**src/eth_frame_pkg.sv**
```systemverilog
`default_nettype none

package eth_frame_pkg;

    // Preamble and start-of-frame delimiter
    localparam logic [7:0] preamble_byte = 8'h55;
    localparam logic [7:0] sfd_byte      = 8'hD5;
    localparam int         preamble_len  = 7;

    // Shortest frame before the FCS
    localparam int min_payload_len = 60;
    localparam int ifg_len         = 12;

    // Reflected CRC-32 as used for the Ethernet FCS
    localparam logic [31:0] crc_poly    = 32'hEDB8_8320;
    localparam logic [31:0] crc_init    = 32'hFFFF_FFFF;
    localparam logic [31:0] crc_residue = 32'hDEBB_20E3;

    // Receive frame buffer
    localparam int fifo_depth  = 2048;
    localparam int fifo_addr_w = 11;

endpackage

`default_nettype wire

```
**src/eth_types_pkg.sv**
```systemverilog
`default_nettype none

package eth_types_pkg;

    // One byte of a frame stream
    // The last bit flags the final byte of the frame
    typedef struct packed {
        logic [7:0] data;
        logic       last;
    } stream_byte_t;

    // GMII byte lane, one byte per clock
    typedef struct packed {
        logic [7:0] d;
        logic       en;
        logic       er;
    } gmii_t;

endpackage

`default_nettype wire

```
**src/eth_crc32.sv**
```systemverilog
`timescale 1ns/1ns
`default_nettype none

module eth_crc32 (
    input  logic        clk,
    input  logic        reset,
    input  logic        clear,
    input  logic        enable,
    input  logic [7:0]  data,
    output logic [31:0] crc
);
    import eth_frame_pkg::*;

    // Eight LSB-first steps of the reflected polynomial
    function automatic logic [31:0] crc_next(input logic [31:0] c, input logic [7:0] d);
        logic [31:0] r;
        r = c;
        for (int i = 0; i < 8; i++) begin
            if (r[0] ^ d[i]) begin
                r = (r >> 1) ^ crc_poly;
            end else begin
                r = r >> 1;
            end
        end
        return r;
    endfunction

    always_ff @(posedge clk) begin
        if (reset || clear) begin
            crc <= crc_init;
        end else if (enable) begin
            crc <= crc_next(crc, data);
        end
    end

endmodule

`default_nettype wire

```
**src/eth_rx_parser.sv**
```systemverilog
`timescale 1ns/1ns
`default_nettype none

module eth_rx_parser (
    input  logic                        clk,
    input  logic                        reset,
    input  eth_types_pkg::gmii_t        gmii_rx,
    output eth_types_pkg::stream_byte_t wr_data,
    output logic                        wr_en,
    output logic                        commit,
    output logic                        drop
);
    import eth_frame_pkg::*;

    logic            in_frame;
    logic            pre_seen;
    logic            err;
    logic [4:0][7:0] dly;
    logic [4:0]      dly_v;
    logic [31:0]     crc;
    logic            crc_ok;

    // Runs over every byte after the delimiter, FCS included
    eth_crc32 crc_i (
        .clk    (clk),
        .reset  (reset),
        .clear  (!in_frame),
        .enable (in_frame && gmii_rx.en),
        .data   (gmii_rx.d),
        .crc    (crc)
    );

    // The oldest stage leaves once four newer bytes sit behind it,
    // so the FCS never reaches the FIFO
    assign wr_en   = in_frame && dly_v[4];
    assign wr_data = '{data: dly[4], last: !gmii_rx.en};

    assign crc_ok = (crc == crc_residue) && !err;

    always_ff @(posedge clk) begin
        if (reset) begin
            in_frame <= 1'b0;
            pre_seen <= 1'b0;
            err      <= 1'b0;
            dly_v    <= '0;
            commit   <= 1'b0;
            drop     <= 1'b0;
        end else begin
            commit <= 1'b0;
            drop   <= 1'b0;
            // Remembers er for the rest of the run
            err    <= gmii_rx.en && (err || gmii_rx.er);
            if (!in_frame) begin
                pre_seen <= gmii_rx.en && (gmii_rx.d == preamble_byte);
                if (gmii_rx.en && pre_seen && (gmii_rx.d == sfd_byte)) begin
                    in_frame <= 1'b1;
                    dly_v    <= '0;
                end
            end else if (gmii_rx.en) begin
                dly_v <= {dly_v[3:0], 1'b1};
            end else begin
                // End of run gives the verdict
                in_frame <= 1'b0;
                commit   <= crc_ok;
                drop     <= !crc_ok;
            end
        end
    end

    always_ff @(posedge clk) begin
        if (in_frame && gmii_rx.en) begin
            dly <= {dly[3:0], gmii_rx.d};
        end
    end

endmodule

`default_nettype wire

```
**config.mk**
```make
export PLATFORM = sky130hd
export DESIGN_NAME = eth_rx_parser
export DESIGN_NICKNAME = d
export VERILOG_FILES = /design/src/eth_frame_pkg.sv /design/src/eth_types_pkg.sv /design/src/eth_crc32.sv /design/src/eth_rx_parser.sv
export SDC_FILE = /design/constraint.sdc
export NUM_CORES = 1
export LEC_CHECK = 0
export ABC_CLOCK_PERIOD_IN_PS = 2400
export BUFFER_PORTS_ARGS = -buffer_cell sky130_fd_sc_hd__buf_2
export CAP_MARGIN = 25
export CORE_ASPECT_RATIO = 0.9
export CORE_UTILIZATION = 60
export CTS_CLUSTER_DIAMETER = 80
export DETAILED_ROUTE_END_ITERATION = 12
export GPL_ROUTABILITY_DRIVEN = 0
export HOLD_SLACK_MARGIN = 0.12
export PLACE_DENSITY = 0.79
export SYNTH_ARGS = -nofsm -noshare
export SYNTH_HDL_FRONTEND = slang
export SYNTH_SLANG_ARGS = --single-unit
```
**constraint.sdc**
```tcl
create_clock -name clk -period 2.4 [get_ports clk]
set_input_delay 0.12 -clock clk [delete_from_list [all_inputs] [get_ports clk]]
set_output_delay 0.12 -clock clk [all_outputs]
set_load 0.05 [all_outputs]
```
* Word level (Yosys, flattened, before mapping)
Cells that the tools add are included.
** Storage, ports and cells
- Register bits after elaboration :: 82
- Bits in writable memories :: 0
- Memories :: 0
- Input port bits :: 12
- Bits in latches :: 0
- Word-level logic and storage cells :: 77
- Output and inout port bits :: 12
- Bits in read-only memories :: 0
** Cells by class
- Shift operators :: 0
- Multiplexer cells :: 28
- $mul :: 0
- Magnitude comparators :: 0
- Bitwise gates (word level) :: 17
- Eq/ne operators :: 4
- Reduce and logical (&&, ||, !) cells :: 16
- Divide/modulo/power cells :: 0
- Add/sub/neg operators :: 0
** Operators by type and width (number)
- 32-bit 2-to-1 mux :: 22
- 13-bit NOT with 14-bit output :: 8
- 32-bit equality test, second input constant :: 1
- 5-bit 2-to-1 mux :: 3
- 8-bit by 7-bit equality test with 1-bit output, second input constant :: 1
- 8-bit equality test, second input constant :: 1
- 1-bit bitwise XOR :: 8
- 1-bit logical AND :: 7
- 1-bit zero test :: 4
- 1-bit 2-to-1 mux :: 3
- 3-bit OR reduction :: 1
- 1-bit logical OR :: 2
- 2-bit != test, second input constant :: 1
- 2-bit AND reduction :: 1
- 2-bit nonzero test :: 1
- 1-bit NOT :: 1

* Depth between registers and ports, before layout
- Depth after elaboration :: 30
- Mapped depth :: 5
- Gate-level depth less buffers :: 5

* Cells and area by module
From an unflattened synthesis, not the netlist that was laid out.
** Unflattened totals
- Cells, all modules :: 300
- Area, all modules :: 3570.9 um^2
** By module, submodules not included
- eth_crc32 :: instances 1, area each 1839.3 um^2, sequential area each 640.6 um^2, cells an instance 198
- eth_rx_parser :: instances 1, area each 1731.7 um^2, sequential area each 1401.3 um^2, cells an instance 102

* Worst setup path before layout
Ideal clock, no wire load.
- Kind :: register to register
- Start point :: register in_frame
- End point :: register dly_v[1]
- Path buffers :: 0
- Stages on the path, launching flop included :: 6
- Arrival :: 1865 ps
- Data required time :: 2273 ps
- Library setup time :: 127 ps
- Slack :: 408 ps
- Cell sequence :: dfxtp_1 -> nand2_1 -> inv_1 -> a41oi_1 -> a22oi_1 -> nor2_1
** On the way
- Word-level cells in the longest chain between the ends :: 2
- Elaborated cells between the ends (all ways) :: 4
- Those cells by class :: eq/ne: 1; mux: 1; reduce/logical: 2
** RTL lines
- start: declaration :: line eth_rx_parser.sv:15 : logic in_frame;
- start signal: assignment :: line eth_rx_parser.sv:42 : in_frame <= 1'b0;
- start signal: assignment :: line eth_rx_parser.sv:56 : in_frame <= 1'b1;
- start signal: assignment :: line eth_rx_parser.sv:63 : in_frame <= 1'b0;
- 2-bit != test (no line) / 2-bit nonzero test (equally long branches)
- 2-bit AND reduction (no line)
- end signal: assignment :: line eth_rx_parser.sv:60 : dly_v <= {dly_v[3:0], 1'b1};
- end: declaration :: line eth_rx_parser.sv:19 : logic [4:0] dly_v;
Parallel ways exist; a longest one is shown, timed or not.
A chain may end at the register's enable or synchronous reset.

* Final worst setup path
- Start point :: input port gmii_rx[5] (netlist bit)
- End point :: register crc_i.crc[16]
** On the way
- Word-level cells in the longest chain between the ends :: 15
** RTL lines
- start: declaration :: line eth_rx_parser.sv:7 : input eth_types_pkg::gmii_t gmii_rx,
- 1-bit bitwise XOR * :: line eth_crc32.sv:19 : if (r[0] ^ d[i]) begin
- 32-bit 2-to-1 mux * :: line eth_crc32.sv:19
- 32-bit 2-to-1 mux * :: line eth_crc32.sv:31 : end else if (enable) begin
- 32-bit 2-to-1 mux * :: line eth_crc32.sv:29 : if (reset || clear) begin
- 13-bit NOT with 14-bit output (no line)
- 32-bit 2-to-1 mux * :: line eth_crc32.sv:19
- 32-bit 2-to-1 mux * :: line eth_crc32.sv:31
- 32-bit 2-to-1 mux * :: line eth_crc32.sv:29
- 32-bit 2-to-1 mux * :: line eth_crc32.sv:19
- 32-bit 2-to-1 mux * :: line eth_crc32.sv:31
- 32-bit 2-to-1 mux * :: line eth_crc32.sv:29
- 32-bit 2-to-1 mux * :: line eth_crc32.sv:19
- 32-bit 2-to-1 mux * :: line eth_crc32.sv:31
- 32-bit 2-to-1 mux * :: line eth_crc32.sv:29
- 32-bit 2-to-1 mux * :: line eth_crc32.sv:19
- end signal: assignment :: line eth_crc32.sv:30 : crc <= crc_init;
- end signal: assignment :: line eth_crc32.sv:32 : crc <= crc_next(crc, data);
- end: declaration :: line eth_crc32.sv:10 : output logic [31:0] crc
Every way passes the cells marked *; elsewhere a longest branch is shown, timed or not. The select of a mux whose other input is x is not followed.

==> flow_metrics.tcl <==
set metrics [dict create \
    pre_cts_slack_ns 0.590 \
    power_density_mw_per_mm2 684 \
    ys_warn_count 0 \
    cts_buffers 9 \
    cts_sinks 82 \
    cts_root_buf "clkbuf_8" \
    yosysTopAreaCellShare 0.319 \
    setup_tns_ns 0 \
    dp.cells 358 \
    io_pins 24 \
    start_kind "input pin" \
    fin_ws_ns 0.487 \
    synthTopCellsByCount "dfxtp_1, edfxtp_1, xnor2_1, nor2_1, nand2_1" \
    synth-adder-area-share 0 \
    diodes 0 \
    p_leak_nw 1.66 \
    htree_levels 3 \
    ys_ff_latch 82 \
    fill_cells 415 \
    avgSynthCellArea_um2 13.7 \
    final-hold-violation-count 0 \
    yosysTopAreaCell "edfxtp_1" \
    slew_viol_final 0 \
    ys_seq_area_frac 0.541 \
    grt_pass1_vias 2156 \
    num_vias 2178 \
    core-area_mm2 0.00608 \
    grt_overflow 0 \
    fin_skew_ns 0.00509 \
    clock_latency_ns 0.35 \
    ys_types 44 \
    drive_above_1_share 0.195 \
    timing.final.crit_share 0.797 \
    muxShareOfSynthArea 0 \
    syn2layout_area_growth_pct 13.1 \
    layout.nets 320 \
    worst_slew_pin_slew_ns 0.559 \
    synth_top_family_by_area "XOR/XNOR gates" \
    start_util 0.620 \
    synth-xor-area-share 0.262 \
    dieArea_mm2 0.00661 \
    status "complete, no violations" \
    crit_type "input pin to flip-flop" \
    wl_per_cell_um 17.2 \
    peakVddDrop_v 0.000596 \
    required_ns 2.67 \
    synth-edff-count 40 \
    grt_pass1_wl_um 11200 \
    grt_max_degree 45 \
    worst_hold_path_type "input pin to flip-flop" \
    drv_cap 0 \
    num_rows 27 \
    critPathMaxFanout 8 \
    synth.area.top_cells "edfxtp_1, dfxtp_1, xnor3_1, xnor2_1, xnor2_4" \
    yosysMostFrequentCell "dfxtp_1" \
    ys_async_sr_fraction 0 \
    cts_tree "done" \
    cts_resized 0 \
    synth_flop_cell "dfxtp_1" \
    synth-compound-area-share 0.0813 \
    routed_wirelength_um 6620 \
    slew_headroom 0.626 \
    die_h_um 77.2 \
    die_x_um 85.6 \
    antenna_found_initial 0 \
    synthesis.nets 288 \
    ant_nets 0 \
    fin_cells 385 \
    max_freq_mhz 523 \
    synth-simple-area-share 0.0816 \
    via_per_inst 5.66 \
    first_pass_iters 5 \
    drc_errors 0 \
    grtUsageTotal 0.228 \
    portBuffers 23 \
    postSynthCellCount 276 \
    dp_hpwl_um 4320 \
    clk_pin_slew_ns 0.09 \
    first_iter_violations 128 \
    syn_area_mm2 0.00377 \
    finalCriticalPeriod_ns 1.91 \
    rsz0062_at_grt "no" \
    end_kind "flip-flop" \
    critPathArrivalTime_ns 2.18 \
    setup_viol 0 \
    cts_buffer_depth 2 \
]
-- report_power, final --
part	switching, mW	total (mW)	leakage, nW	internal (mW)
Sequential	0.000421	1.45	0.699	1.45
Combinational	0.151	0.327	0.843	0.176
Clock	0.526	1.13	0.118	0.607
-- critical path: stages --
cell           delay (ns)
dlygate4sd3_1        0.55
buf_2                0.17
xnor2_4              0.35
xor2_1               0.42
xor3_1               0.41
o221ai_1             0.16
-- routing by layer --
metal	wire (um)	track usage	vias up
met5	0	0	-
met1	3030	0.317	1052
met2	3180	0.352	70
met4	57	0.0550	0
met3	352	0.0678	7
li1	-	-	1049
-- state kept, by name (all words and copies together) (netlist names) --
signal	count
wr_data	8
drop	1
err	1
in_frame	1
dly_v	5
commit	1
crc_i.crc	32
dly	32
pre_seen	1
-- cells in the final DEF, fill, tap and decap left out, drive strengths merged, types with 2 or more instances in the layout --
cell type    Yosys  final
a21oi            7      7
nand3            2      2
o211ai          13     13
nor2b            3      3
o221ai           2      2
dfxtp           42     42
dlygate4sd3      0     11
a211o            2      2
nor3             6      6
bufinv           0      2
xor3             4      4
nand2           15     15
inv              3      6
nand4            2      2
clkinv           1      3
o21ai           11     11
a22oi            4      4
and4b            2      2
nor2            19     19
edfxtp          40     40
xnor2           40     40
buf              9     29
a31oi            4      4
xor2             9      9
clkbuf           8      9
nor4b            4      4
xnor3           13     13
-- cell families (layout without fill, tap and decap cells) --
family,after synthesis,in the layout
flip-flops,82,82
XOR/XNOR,66,66
AND/OR/NAND/NOR,60,60
AO/OA/AOI/OAI,45,45
buffers and inverters,23,60
-- worst paths after layout --
path                              from                    endpoint  slack (ns)  cells after the start
max                         gmii_rx[5]  crc_i.crc[16]$_SDFFE_PP1P_        0.49                      6
min                         gmii_rx[1]  crc_i.crc[29]$_SDFFE_PP1P_        0.23                      2
max reg2reg  crc_i.crc[3]$_SDFFE_PP1P_  crc_i.crc[16]$_SDFFE_PP1P_        0.54                      4
min reg2reg           dly[6]$_DFFE_PP_           dly[14]$_DFFE_PP_        0.42                      0
-- cell type report --
type                            count  area [um2]  share of cell area
Inverter                            4        15.0             0.00352
Sequential cell                    82        2040               0.479
Multi-Input combinational cell    171        1600               0.376
Clock buffer                        9         124              0.0290
Clock inverter                      7         109              0.0255
Tap cell                           72        90.1              0.0211
Timing Repair Buffer               40         283              0.0663
-- timing repair --
item / 4_1_cts / 5_1_grt
hold endpoints to repair: 16 / 0
setup buffers: 0 / 0
hold buffers: 11 / 0
-- through the flow --
step	hold WS (ns)	power, mW	util	area, um2
global placement	0.376	1.80	0.645	3920
finish	0.235	2.92	0.701	4260
global route	0.264	3.01	0.701	4260
detailed placement	0.374	1.80	0.645	3920
floorplan	0.219	1.74	-	3770
CTS	0.218	2.93	0.701	4260
No activity file was read; power rests on OpenSTA's default activity.
