<file path="config.mk">
export PLATFORM = sky130hd
export DESIGN_NAME = eth_tx_framer
export DESIGN_NICKNAME = d
export VERILOG_FILES = /design/src/eth_frame_pkg.sv /design/src/eth_types_pkg.sv /design/src/eth_crc32.sv /design/src/eth_tx_framer.sv
export SDC_FILE = /design/constraint.sdc
export NUM_CORES = 1
export LEC_CHECK = 0
export ABC_AREA = 1
export ABC_CLOCK_PERIOD_IN_PS = 5200
export CORE_MARGIN = 2
export CORE_UTILIZATION = 57
export CTS_CLUSTER_DIAMETER = 150
export DETAILED_ROUTE_END_ITERATION = 6
export DONT_BUFFER_PORTS = 1
export GPL_ROUTABILITY_DRIVEN = 0
export PLACE_DENSITY = 0.74
export SLEW_MARGIN = 40
export SYNTH_ARGS = -nofsm -noshare
export SYNTH_HDL_FRONTEND = slang
export SYNTH_SLANG_ARGS = --single-unit
export TNS_END_PERCENT = 5
</file>
<file path="constraint.sdc">
create_clock -name clk -period 5.2 [get_ports clk]
set_input_delay 1.04 -clock clk [delete_from_list [all_inputs] [get_ports clk]]
set_output_delay 1.04 -clock clk [all_outputs]
set_load 0.01 [all_outputs]
</file>
<file path="src/eth_frame_pkg.sv">
`default_nettype none

package eth_frame_pkg;

    // Preamble and start-of-frame delimiter
    localparam logic [7:0] preamble_byte = 8'h55;
    localparam logic [7:0] sfd_byte      = 8'hD5;
    localparam int         preamble_len  = 7;

    // Shortest frame before the FCS
    localparam int min_payload_len = 60;
    localparam int ifg_len         = 12;

    // Reflected CRC-32 as used for the Ethernet FCS
    localparam logic [31:0] crc_poly    = 32'hEDB8_8320;
    localparam logic [31:0] crc_init    = 32'hFFFF_FFFF;
    localparam logic [31:0] crc_residue = 32'hDEBB_20E3;

    // Receive frame buffer
    localparam int fifo_depth  = 2048;
    localparam int fifo_addr_w = 11;

endpackage

`default_nettype wire

</file>
<file path="src/eth_types_pkg.sv">
`default_nettype none

package eth_types_pkg;

    // One byte of a frame stream
    // The last bit flags the final byte of the frame
    typedef struct packed {
        logic [7:0] data;
        logic       last;
    } stream_byte_t;

    // GMII byte lane, one byte per clock
    typedef struct packed {
        logic [7:0] d;
        logic       en;
        logic       er;
    } gmii_t;

endpackage

`default_nettype wire

</file>
<file path="src/eth_crc32.sv">
`timescale 1ns/1ns
`default_nettype none

module eth_crc32 (
    input  logic        clk,
    input  logic        reset,
    input  logic        clear,
    input  logic        enable,
    input  logic [7:0]  data,
    output logic [31:0] crc
);
    import eth_frame_pkg::*;

    // Eight LSB-first steps of the reflected polynomial
    function automatic logic [31:0] crc_next(input logic [31:0] c, input logic [7:0] d);
        logic [31:0] r;
        r = c;
        for (int i = 0; i < 8; i++) begin
            if (r[0] ^ d[i]) begin
                r = (r >> 1) ^ crc_poly;
            end else begin
                r = r >> 1;
            end
        end
        return r;
    endfunction

    always_ff @(posedge clk) begin
        if (reset || clear) begin
            crc <= crc_init;
        end else if (enable) begin
            crc <= crc_next(crc, data);
        end
    end

endmodule

`default_nettype wire

</file>
<file path="src/eth_tx_framer.sv">
`timescale 1ns/1ns
`default_nettype none

module eth_tx_framer (
    input  logic                        clk,
    input  logic                        reset,
    input  eth_types_pkg::stream_byte_t tx_in,
    input  logic                        tx_valid,
    output logic                        tx_ready,
    output eth_types_pkg::gmii_t        gmii_tx
);
    import eth_frame_pkg::*;

    typedef enum logic [2:0] {
        st_idle,
        st_preamble,
        st_delimiter,
        st_payload,
        st_pad,
        st_fcs,
        st_gap
    } state_t;

    state_t      state;
    logic [3:0]  cnt;
    logic [15:0] len_cnt;
    logic        xfer;
    logic        crc_en;
    logic [7:0]  crc_data;
    logic [31:0] crc;

    // Source is accepted only while the delimiter or payload is on the wire
    assign tx_ready = (state == st_delimiter) || (state == st_payload);
    assign xfer     = tx_ready && tx_valid;

    // Payload and zero padding both feed the CRC
    assign crc_en   = xfer || (state == st_pad);
    assign crc_data = xfer ? tx_in.data : 8'h00;

    eth_crc32 crc_i (
        .clk    (clk),
        .reset  (reset),
        .clear  (state == st_idle),
        .enable (crc_en),
        .data   (crc_data),
        .crc    (crc)
    );

    always_ff @(posedge clk) begin
        if (reset) begin
            state   <= st_idle;
            cnt     <= '0;
            len_cnt <= '0;
            gmii_tx <= '0;
        end else begin
            case (state)
                st_idle: begin
                    gmii_tx <= '0;
                    if (tx_valid) begin
                        gmii_tx <= '{d: preamble_byte, en: 1'b1, er: 1'b0};
                        cnt     <= 4'd1;
                        state   <= st_preamble;
                    end
                end
                st_preamble: begin
                    if (cnt == 4'(preamble_len)) begin
                        gmii_tx.d <= sfd_byte;
                        len_cnt   <= '0;
                        state     <= st_delimiter;
                    end else begin
                        cnt <= cnt + 4'd1;
                    end
                end
                st_delimiter, st_payload: begin
                    if (xfer) begin
                        gmii_tx.d <= tx_in.data;
                        len_cnt   <= len_cnt + 16'd1;
                        state     <= st_payload;
                        if (tx_in.last) begin
                            cnt <= '0;
                            if (len_cnt + 16'd1 < 16'(min_payload_len)) begin
                                state <= st_pad;
                            end else begin
                                state <= st_fcs;
                            end
                        end
                    end
                end
                st_pad: begin
                    gmii_tx.d <= 8'h00;
                    len_cnt   <= len_cnt + 16'd1;
                    if (len_cnt == 16'(min_payload_len - 1)) begin
                        state <= st_fcs;
                    end
                end
                st_fcs: begin
                    // Inverted register, low byte first
                    gmii_tx.d <= ~crc[{cnt[1:0], 3'b000} +: 8];
                    cnt       <= cnt + 4'd1;
                    if (cnt == 4'd3) begin
                        cnt   <= '0;
                        state <= st_gap;
                    end
                end
                st_gap: begin
                    gmii_tx <= '0;
                    cnt     <= cnt + 4'd1;
                    if (cnt == 4'(ifg_len - 1)) begin
                        state <= st_idle;
                    end
                end
                default: state <= st_idle;
            endcase
        end
    end

endmodule

`default_nettype wire

</file>
==> Word level (Yosys, flattened, before mapping) <==
Index checks and enable logic that the tools add are counted.
{ "classes": {"n_reduce_logical": 15, "n_addsub": 2, "n_shift": 1, "eq_ne": 18, "mux": 46, "n_bitwise": 17, "magnitude_cmp": 1} }
{ "ops": {"columns": ["cell", "count"], "rows": [
  ["two-way mux 32 bit", 22],
  ["NOT 13 -> 14 bit", 8],
  ["one-hot mux 16 bit (3 select lines)", 1],
  ["one-hot mux 8 bit (5 select lines)", 1],
  ["two-way mux 16 bit", 2],
  ["variable part select 32 x 6 -> 8 bit", 1],
  ["two-way mux 8 bit", 3],
  ["two-way mux 3 bit", 7],
  ["two-way mux 4 bit", 5],
  ["one-hot mux 4 bit (5 select lines)", 1],
  ["one-hot mux 3 bit (6 select lines)", 1],
  ["adder 16 x 1 -> 16 bit, second input constant", 1],
  ["equality test 16 x 6 -> 1 bit, second input constant", 1],
  ["< comparator 16 x 6 -> 1 bit, second input constant", 1],
  ["inequality test 2 bit, second input constant", 7],
  ["nonzero test 5 bit", 2],
  ["equality test 3 bit, second input constant", 3],
  ["two-way mux 9 bit", 1],
  ["NOT 8 bit", 1],
  ["bitwise XOR 1 bit", 8],
  ["equality test 3 x 2 -> 1 bit, second input constant", 2],
  ["AND reduction 3 bit", 2],
  ["AND reduction 6 bit", 1],
  ["AND reduction 5 bit", 1],
  ["other kinds (14)", 17]
]} }
{ "word_totals": {"input_bits": 12, "output_inout_bits": 11, "elab_cells": 107, "reg_bits": 65} }

==> Depth between registers and ports, before layout <==
Gate-level depths: netlist of the first run.
{ "logic_depth": {"ltp_word": 34, "mapped_depth": 14, "depth_no_buf": 14} }

==> Hierarchy <==
From an unflattened synthesis of the first run, not the netlist that was laid out.
{ "unflattened": {"cells_unflattened": 745, "hier_area_um2": 4451.8} }
{ "by_module_without_submodules": {"columns": ["mod", "area_each_um2", "instances", "seq_area_each_um2", "cells_per_inst"], "rows": [
  ["eth_crc32", 2262.2, 1, 640.6, 377],
  ["eth_tx_framer", 2189.6, 1, 640.6, 368]
]} }

==> Worst setup path after synthesis of the first run <==
No wires, ideal clock.
{ "synth_timing": {"path_type": "input to register", "start": "input port tx_valid", "end": "register crc_i.crc[20]", "path_buffers": 1, "setup_ps": 113, "t_required_ps": 5087, "t_arrival_ps": 2320, "path_stages": 12, "slack_ps": 2767, "path_cell_list": "buf_2 -> inv_1 -> nor2_8 -> nand3_1 -> nand2_4 -> nand2_1 -> nand2_4 -> nand2_2 -> nand2_4 -> nand3_1 -> nand3_1 -> nand2_1"} }
{ "synth_via": {"elab_chain_cells": 30, "word_cells_on_any_way": 36, "cone_classes": "23 x mux; 11 x bitwise; 2 x reduce/logical"} }
{ "synth_rtl": {"columns": ["element", "line_no", "source"], "rows": [
  ["start: declaration", "eth_tx_framer.sv:8", "input logic tx_valid,"],
  ["logical AND 1 bit *", "eth_tx_framer.sv:34", "assign xfer = tx_ready && tx_valid;"],
  ["two-way mux 8 bit", "eth_tx_framer.sv:38", "assign crc_data = xfer ? tx_in.data : 8'h00;"],
  ["bitwise XOR 1 bit", "eth_crc32.sv:19", "if (r[0] ^ d[i]) begin"],
  ["two-way mux 32 bit", "eth_crc32.sv:19", null],
  ["two-way mux 32 bit", "eth_crc32.sv:31", "end else if (enable) begin"],
  ["two-way mux 32 bit", "eth_crc32.sv:29", "if (reset || clear) begin"],
  ["NOT 13 -> 14 bit (no line)", null, null],
  ["two-way mux 32 bit", "eth_crc32.sv:19", null],
  ["(+14 left out)", null, null],
  ["two-way mux 32 bit", "eth_crc32.sv:31", null],
  ["two-way mux 32 bit", "eth_crc32.sv:29", null],
  ["NOT 13 -> 14 bit (no line)", null, null],
  ["two-way mux 32 bit", "eth_crc32.sv:19", null],
  ["two-way mux 32 bit", "eth_crc32.sv:31", null],
  ["two-way mux 32 bit", "eth_crc32.sv:29", null],
  ["NOT 13 -> 14 bit (no line)", null, null],
  ["two-way mux 32 bit", "eth_crc32.sv:19", null],
  ["end signal: assignment", "eth_crc32.sv:30", "crc <= crc_init;"],
  ["end signal: assignment", "eth_crc32.sv:32", "crc <= crc_next(crc, data);"],
  ["end: declaration", "eth_crc32.sv:10", "output logic [31:0] crc"]
]} }
Every way passes the cells marked *; elsewhere a longest branch is shown, timed or not. The select of a mux whose other input is x is not followed.
A chain may end at the register's enable or synchronous reset.

==> Final worst setup path of the first run <==
{ "layout_timing": {"start": "register cnt[0]", "end": "register gmii_tx[6] (netlist name)"} }
{ "layout_via": {"elab_chain_cells": 3, "word_cells_on_any_way": 6, "cone_classes": "2 x eq/ne; 1 x shift; 1 x mux; 1 x bitwise; 1 x reduce/logical"} }
{ "layout_rtl": {"columns": ["element", "line_no", "source"], "rows": [
  ["start: declaration", "eth_tx_framer.sv:25", "logic [3:0] cnt;"],
  ["start signal: assignment", "eth_tx_framer.sv:71", "cnt <= cnt + 4'd1;"],
  ["start signal: assignment", "eth_tx_framer.sv:99", "cnt <= cnt + 4'd1;"],
  ["start signal: assignment", "eth_tx_framer.sv:107", "cnt <= cnt + 4'd1;"],
  ["variable part select 32 x 6 -> 8 bit or equality test 4 x 3 -> 1 bit (tied branches)", "eth_tx_framer.sv:98, eth_tx_framer.sv:66", null],
  ["NOT 8 bit or inequality test 2 bit (tied branches)", null, null],
  ["one-hot mux 8 bit (5 select lines) or AND reduction 3 bit (tied branches)", null, null],
  ["end signal: assignment", "eth_tx_framer.sv:60", "gmii_tx <= '{d: preamble_byte, en: 1'b1, er: 1'b0};"],
  ["end: declaration", "eth_tx_framer.sv:10", "output eth_types_pkg::gmii_t gmii_tx"]
]} }
Parallel ways exist; a longest one is shown, timed or not.

==> impl_metrics.tcl, run 1 <==
set metrics [dict create \
    outcome "finished, final reports clean" \
    core_area_mm2 0.00773 \
    worstSetupPathType "flop to flop" \
    synth_fp_nets 758 \
    cts_setup_buffers 0 \
    start_kind "flop" \
    track_usage 0.304 \
    portBuffers 0 \
    yosysSeqAreaShare 0.281 \
    cp_data_required_time_ns 5.40 \
    drt-initial-drc-count 508 \
    cts_tree "done" \
    avgSynthCellArea_um2 6.13 \
    hold_buffers 0 \
    h-tree-depth 3 \
    slew_violations 0 \
    chipWidth_um 93.5 \
    die_h_um 93.5 \
    nFillCells 733 \
    cts_buffers 9 \
    drc_errors 0 \
    grt_first_pass_wirelength_um 21000 \
    ioPinCount 23 \
    end_kind "flop" \
    max_clock_freq_mhz 365 \
    period_minus_slack_ns 2.74 \
    clk_pin_slew_ns 0.08 \
    routedWlPerCell_um 15.3 \
    synth_ff_type "dfxtp_1" \
    max_cap_viol_count 0 \
    start_util 0.590 \
    firstDrtPassIters 6 \
    layoutNonFillerInstCount 842 \
    ir_drop_mv 0.196 \
    finalCritPeriodShare 0.526 \
    rows 32 \
    cts_resized 0 \
    drive_above_1_share 0.0878 \
    first_global_vias 4260 \
    layout_common_cells "nand2_1 (237), inv_1 (79), nand3_1 (75), dfxtp_1 (64), o21ai_0 (53)" \
    cts.sinks 64 \
    wirelength_um 12900 \
    antenna_left 0 \
    area_growth_pct 5.29 \
    synthCells 744 \
    cp_max_fo 19 \
    rsz0062_at_grt "false" \
    dpl.hpwl_um 9390 \
    root_buffer "clkbuf_8" \
    routed_via_density 5.75 \
    dp.cells 826 \
    hold_path_class "flop to flop" \
    setup_viol 0 \
    layout.cells.most_common "nand2_1" \
    grt_max_degree 61 \
    power_density_mw_per_mm2 485 \
    diodes 0 \
    ys_warn_count 0 \
    syn_area_mm2 0.00456 \
    fp.dieArea_mm2 0.00873 \
    insertion_delay_ns 0.36 \
    fin_nets 749 \
    relSlewSlack 0.477 \
    yosysUniqueCellTypes 43 \
    report.final.hold_viol_count 0 \
    synthArstFlopShare 0 \
    synth_edf_count 0 \
    clk_path_buf_depth 2 \
    worstMarginPinSlew_ns 0.784 \
    finClkSkew_ns 0.0142 \
    antenna_found_initial 0 \
    gr-total-overflow 0 \
    yosys_register_bits 64 \
    tns_ns 0 \
    vias 4839 \
    crit_arrival_ns 2.93 \
    p_leak_nw 2.33 \
]
-- cell usage after synthesis (all sizes together), types with 2 or more instances --
cell type    n  share of area
a21oi       51          0.056
dfxtp       64           0.28
o32ai        2         0.0038
nor3         4         0.0066
inv         86          0.071
a41oi        4         0.0077
clkbuf      12         0.0099
nand4        8          0.011
o21bai       3         0.0049
o211ai      10          0.018
buf         10          0.013
a211oi       3         0.0049
nand2      263           0.24
ha           2         0.0055
o21ai       54          0.059
nand3       76          0.084
xor2        22          0.044
nor2        54          0.057
nand3b       5         0.0082
-- final timing paths --
kind / start / depth (start not counted) / slack (ns) / endpoint
max: cnt[0]$_SDFFE_PP0P_ / 10 / 2.46 / gmii_tx[6]$_SDFFE_PP0P_
min: len_cnt[14]$_SDFFE_PP0P_ / 2 / 0.48 / len_cnt[14]$_SDFFE_PP0P_
max reg2reg: cnt[0]$_SDFFE_PP0P_ / 10 / 2.46 / gmii_tx[6]$_SDFFE_PP0P_
min reg2reg: len_cnt[14]$_SDFFE_PP0P_ / 2 / 0.48 / len_cnt[14]$_SDFFE_PP0P_
-- per-layer routing --
layer,vias up,track usage,share of wire
met5,-,0,0
met4,0,0.0809,0.012
met3,19,0.0580,0.077
met2,194,0.475,0.44
met1,2225,0.430,0.47
li1,2401,-,-
-- report_power, final --
| part | switching (mW) | internal, mW |
|---|---|---|
| clock network | 0.227 | 0.225 |
| registers | 0.114 | 0.577 |
| logic | 0.837 | 0.346 |
| total | 1.18 | 1.15 |
-- metrics by stage --
step	total power [mW]	worst slack (ns)	util	area (um^2)	hold WS [ns]
after floorplan	1.59	2.77	-	4560	0.450
after global placement	1.83	2.58	0.596	4600	0.463
after detailed placement	1.85	2.47	0.596	4600	0.473
after CTS	2.30	2.58	0.622	4800	0.486
after global routing	2.50	2.34	0.622	4800	0.507
final	2.33	2.46	0.622	4800	0.483
-- area by class of cell --
type | instances | area (um^2) | share of cell area
Multi-Input combinational cell | 571 | 2850 | 0.594
Sequential cell | 64 | 1280 | 0.267
Inverter | 87 | 327 | 0.0680
Tap cell | 102 | 128 | 0.0266
Clock buffer | 9 | 124 | 0.0258
Clock inverter | 7 | 76.3 | 0.0159
Timing Repair Buffer | 2 | 15.0 | 0.00313
-- cells by family (layout without fill, tap and decap cells) --
logic type	count (synthesis)	after routing	synth area share
xor gates and xnor gates	22	22	0.0439
and+or+nand+nor	413	413	0.410
adders and majority gates	2	2	0.00548
DFF	64	64	0.281
other	1	1	0.000822
AOI/OAI and AO/OA	133	133	0.165
buffers and inverters	109	105	0.0943
-- worst max-delay path, cell delays in order (launching register included) --
cell and delay, ns:
dfxtp_1 0.80, ha_1 0.32, nand2_1 0.07, inv_1 0.07, nand2_1 0.07, nand2_1 0.08
nand2_1 0.13, nor2_4 0.23, inv_1 0.16, a31oi_1 0.44, a41oi_1 0.20
-- flip-flops by register name, indices dropped and copies added (netlist names) --
| register | count |
|---|---|
| len_cnt | 16 |
| crc_i.crc | 32 |
| state | 3 |
| gmii_tx | 9 |
| cnt | 4 |
No activity file was read; power rests on OpenSTA's default activity.
==> inputs of run 2 (changes only) <==
- ABC_CLOCK_PERIOD_IN_PS: 5200 -> 2750
- clock period: 5.2 -> 2.75 ns (I/O delays scaled with it)
==> impl_metrics.tcl, run 2 (synthesized netlist as in run 1, its figures left out) <==
set metrics [dict create \
    finClkSkew_ns 0.0112 \
    insertion_delay_ns 0.36 \
    cp_slowest_cell "dfxtp_1" \
    wirelength_um 12900 \
    drc_errors 2 \
    end_kind "flop" \
    ir_drop_mv 0.468 \
    cts_resized 0 \
    power_density_mw_per_mm2 920 \
    post-route-util 0.626 \
    routed_via_density 5.77 \
    power_switching_mw 2.23 \
    placed_cell_area_mm2 0.00463 \
    layout.cells.most_common "nand2_1" \
    cts_tree "done" \
    nFillCells 738 \
    core_area_mm2 0.00773 \
    hold_buffers 0 \
    firstDrtPassIters 7 \
    fin_total_pwr_mw 4.45 \
    ioPinCount 23 \
    layout_common_cells "nand2_1 (237), inv_1 (79), nand3_1 (75), dfxtp_1 (64), o21ai_0 (53)" \
    fp.dieArea_mm2 0.00873 \
    track_usage 0.310 \
    crit_path_cell_trace "inv_2, nor2_8, nand3_2, nand2_1, nand2_1, nand2_1, nand3_1, nand3_1, nand2_1, nand2_1, o211ai_1" \
    rows 32 \
    vias 4869 \
    grt_max_degree 52 \
    p_seq_frac 0.283 \
    rsz0062_at_grt "false" \
    cp_max_fo 17 \
    cts.sinks 64 \
    clk_pin_slew_ns 0.08 \
    crit_arrival_ns 2.58 \
    start_util 0.590 \
    slew_violations 0 \
    largestRegisters "crc_i.crc (32), len_cnt (16), gmii_tx (9)" \
    finalWorstSetupSlack_ns 0.405 \
    cpPeakStageDelay_ns 0.51 \
    fin_area_mm2 0.00484 \
    max_clock_freq_mhz 427 \
    h-tree-depth 3 \
    setup_viol 0 \
    fin_nets 751 \
    worstSetupPathType "flop to flop" \
    p_int_mw 2.22 \
    combPwrFrac 0.522 \
    routedWlPerCell_um 15.3 \
    crit_top_cell "nand2_1" \
    drt-initial-drc-count 431 \
    root_buffer "clkbuf_8" \
    largest_register_ffs 32 \
    p_leak_nw 2.35 \
    top_register "crc_i.crc" \
    critPathBufInv 1 \
    period_minus_slack_ns 2.34 \
    pre_cts_ws_ns 0.446 \
    outcome "finished, violations left" \
    dpl.hpwl_um 9310 \
    violations "design-rule violations" \
    diodes 0 \
    first_global_vias 4306 \
    tns_ns 0 \
    start_kind "flop" \
    worstMarginPinSlew_ns 0.729 \
    portBuffers 0 \
    path_delay_family "simple AND/OR/NAND/NOR gates" \
    antenna_found_initial 0 \
    report.final.hold_viol_count 0 \
    p_clk_frac 0.196 \
    grt_first_pass_wirelength_um 21300 \
    die_h_um 93.5 \
    cp_data_required_time_ns 2.98 \
    clk_path_buf_depth 2 \
    sw_frac_of_total 0.502 \
    gr-total-overflow 0 \
    relSlewSlack 0.514 \
    drive_above_1_share 0.0903 \
    hold_path_class "input pin to flop" \
    max_cap_viol_count 0 \
    chipWidth_um 93.5 \
    area_growth_pct 6.01 \
    cts_buffers 9 \
    antenna_left 0 \
    finalCritPeriodShare 0.853 \
    cts_setup_buffers 0 \
]
==> run 2: changes by cell type in the layout (fill, tap and decap cells not counted), sizes merged <==
cell    delta
clkbuf     +1
clkinv     +1
buf        +2
inv        -2
==> run 2: layout make-up <==
cell class | instances | area, um^2 | share of cell area
clock inverters | 6 | 67.6 | 0.0140
repair buffers | 4 | 42.5 | 0.00880
flip-flops and latches | 64 | 1280 | 0.265
clock buffers | 10 | 138 | 0.0285
inverters | 87 | 327 | 0.0675
multi-input cells | 571 | 2850 | 0.590
well taps | 102 | 128 | 0.0264
==> run 2: through the flow <==
step	instances	hold WS, ns
after global placement	828	0.459
after global routing	844	0.233
after detailed placement	828	0.465
after floorplan	744	0.450
final	844	0.248
after CTS	844	0.245
==> run 2: worst paths after layout <==
check                                    end  cells past startpoint                     start  slack, ns
hold / removal         state[2]$_SDFFE_PP0P_                      1                     reset       0.25
hold reg to reg     len_cnt[15]$_SDFFE_PP0P_                      2  len_cnt[15]$_SDFFE_PP0P_       0.48
setup / recovery  crc_i.crc[29]$_SDFFE_PP1P_                     11     state[1]$_SDFFE_PP0P_       0.41
setup reg to reg  crc_i.crc[29]$_SDFFE_PP1P_                     11     state[1]$_SDFFE_PP0P_       0.41
==> run 2: worst register-to-register path, cell delays in order, from the launching register on <==
cell	delay, ns
dfxtp_1	0.51
inv_2	0.13
nor2_8	0.28
nand3_2	0.12
nand2_1	0.08
nand2_1	0.31
nand2_1	0.28
nand3_1	0.16
nand3_1	0.14
nand2_1	0.08
nand2_1	0.06
o211ai_1	0.07
==> run 2: power groups by stage <==
stage | sequential [mW] | clock (mW) | combinational (mW)
final | 1.26 | 0.871 | 2.32
after global routing | 1.28 | 0.923 | 2.59
after CTS | 1.26 | 0.873 | 2.26
after detailed placement | 1.28 | 0 | 2.25
after global placement | 1.27 | 0 | 2.22
after floorplan | 1.23 | 0 | 1.77
==> run 2: layer usage <==
| layer | vias up | track usage | wire length [um] |
|---|---|---|---|
| met5 | - | 0 | 0 |
| met3 | 15 | 0.0741 | 1230 |
| li1 | 2400 | - | - |
| met1 | 2215 | 0.441 | 5800 |
| met2 | 239 | 0.467 | 5690 |
| met4 | 0 | 0.0821 | 150 |
==> inputs of run 3 (changes only) <==
- CORE_ASPECT_RATIO: default -> 2
==> impl_metrics.tcl, run 3 (synthesized netlist as in run 1, its figures left out) <==
set metrics [dict create \
    p_int_mw 2.55 \
    rows 46 \
    register_area_mm2 0.00128 \
    layoutNonFillerInstCount 838 \
    area_growth_pct 8.23 \
    hold_path_class "input pin to flop" \
    multi_input_area_mm2 0.00285 \
    fin_hold_ws_ns 0.270 \
    h-tree-depth 3 \
    drive_above_1_share 0.0903 \
    core_area_mm2 0.00783 \
    fp.dieArea_mm2 0.00878 \
    post-route-util 0.631 \
    ir_drop_mv 0.697 \
    clk_path_buf_depth 2 \
    largestRegisters "crc_i.crc (32), len_cnt (16), gmii_tx (9)" \
    die_h_um 131 \
    period_minus_slack_ns 2.35 \
    vias 4857 \
    fin_total_pwr_mw 4.77 \
    firstDrtPassIters 7 \
    routedWlPerCell_um 15.2 \
    crit_arrival_ns 2.59 \
    drt-initial-drc-count 468 \
    layout.cells.most_common "nand2_1" \
    p_clk_frac 0.249 \
    cp_max_fo 17 \
    cts_tree "done" \
    clk_pin_slew_ns 0.05 \
    power_density_mw_per_mm2 966 \
    finClkSkew_ns 0.00336 \
    outcome "finished, final reports clean" \
    cts_buffers 9 \
    wirelength_um 12700 \
    insertion_delay_ns 0.34 \
    fin_nets 752 \
    antenna_left 0 \
    track_usage 0.310 \
    chipWidth_um 67.3 \
    portBuffers 0 \
    root_buffer "clkbuf_16" \
    antenna_found_initial 0 \
    p_leak_nw 2.41 \
    max_clock_freq_mhz 426 \
    p_seq_frac 0.264 \
    finalCritPeriodShare 0.853 \
    first_global_vias 4331 \
    tns_ns 0 \
    setup_viol 0 \
    cts_resized 0 \
    combPwrFrac 0.487 \
    dpl.hpwl_um 9190 \
    rsz0062_at_grt "false" \
    grt_max_degree 48 \
    diodes 0 \
    start_util 0.583 \
    sw_frac_of_total 0.466 \
    ioPinCount 23 \
    report.final.hold_viol_count 0 \
    nFillCells 750 \
    worstSetupPathType "flop to flop" \
    largest_register_ffs 32 \
    hold_buffers 0 \
    drc_errors 0 \
    top_register "crc_i.crc" \
    power_switching_mw 2.22 \
    dp.cells 823 \
    worstMarginPinSlew_ns 0.696 \
    grt_first_pass_wirelength_um 20700 \
    cts_setup_buffers 0 \
    reg2reg_slack_ns 0.40 \
    start_kind "flop" \
    max_cap_viol_count 0 \
    end_kind "flop" \
    cts.sinks 64 \
    gr-total-overflow 0 \
    routed_via_density 5.80 \
    slew_violations 0 \
    layout_common_cells "nand2_1 (237), inv_1 (79), nand3_1 (75), dfxtp_1 (64), o21ai_0 (53)" \
    relSlewSlack 0.536 \
    cp_data_required_time_ns 2.99 \
]
## run 3: power by group through the flow
stage / clock, mW / sequential (mW) / combinational [mW]
6_report: 1.19 / 1.26 / 2.32
5_1_grt: 1.23 / 1.27 / 2.59
4_1_cts: 1.19 / 1.25 / 2.28
3_5_place_dp: 0 / 1.27 / 2.26
3_3_place_gp: 0 / 1.27 / 2.23
2_1_floorplan: 0 / 1.23 / 1.77
## run 3: area by class of cell
| cell class | count | share of cell area |
|---|---|---|
| Multi-Input combinational cell | 571 | 0.578 |
| Sequential cell | 64 | 0.260 |
| Inverter | 87 | 0.0661 |
| Clock buffer | 12 | 0.0540 |
| Tap cell | 96 | 0.0243 |
| Timing Repair Buffer | 5 | 0.0101 |
| Clock inverter | 3 | 0.00811 |
## run 3: metal layers
metal  up-vias  track usage  routed length, um
met5         -            0                  0
met4         0        0.151                481
met3        40       0.0539               1090
met2       225        0.484               5950
met1      2181        0.407               5230
li1       2411            -                  -
## run 3: stage by stage
step                worst slack [ns]  area (um^2)
global placement               0.527         4630
CTS                            0.438         4940
global route                   0.195         4940
detailed placement             0.446         4630
finish                         0.403         4940
floorplan                      0.807         4560
## run 3: critical path, cell delays in order (launching register included)
cell and delay (ns):
dfxtp_1 0.49, inv_2 0.14, nor2_8 0.28, nand3_2 0.12, nand2_1 0.08, nand2_1 0.30, nand2_1 0.28, nand2_4 0.10
nand2_2 0.08, nand3_1 0.09, nand2_1 0.10, nand2_1 0.05, nand3_1 0.07, nand2_1 0.05
## run 3: worst paths after layout
kind | cells after the start | start | to
hold / removal | 1 | reset | len_cnt[13]$_SDFFE_PP0P_
setup / recovery | 13 | state[1]$_SDFFE_PP0P_ | crc_i.crc[19]$_SDFFE_PP1P_
hold reg to reg | 2 | len_cnt[14]$_SDFFE_PP0P_ | len_cnt[14]$_SDFFE_PP0P_
setup reg to reg | 13 | state[1]$_SDFFE_PP0P_ | crc_i.crc[19]$_SDFFE_PP1P_
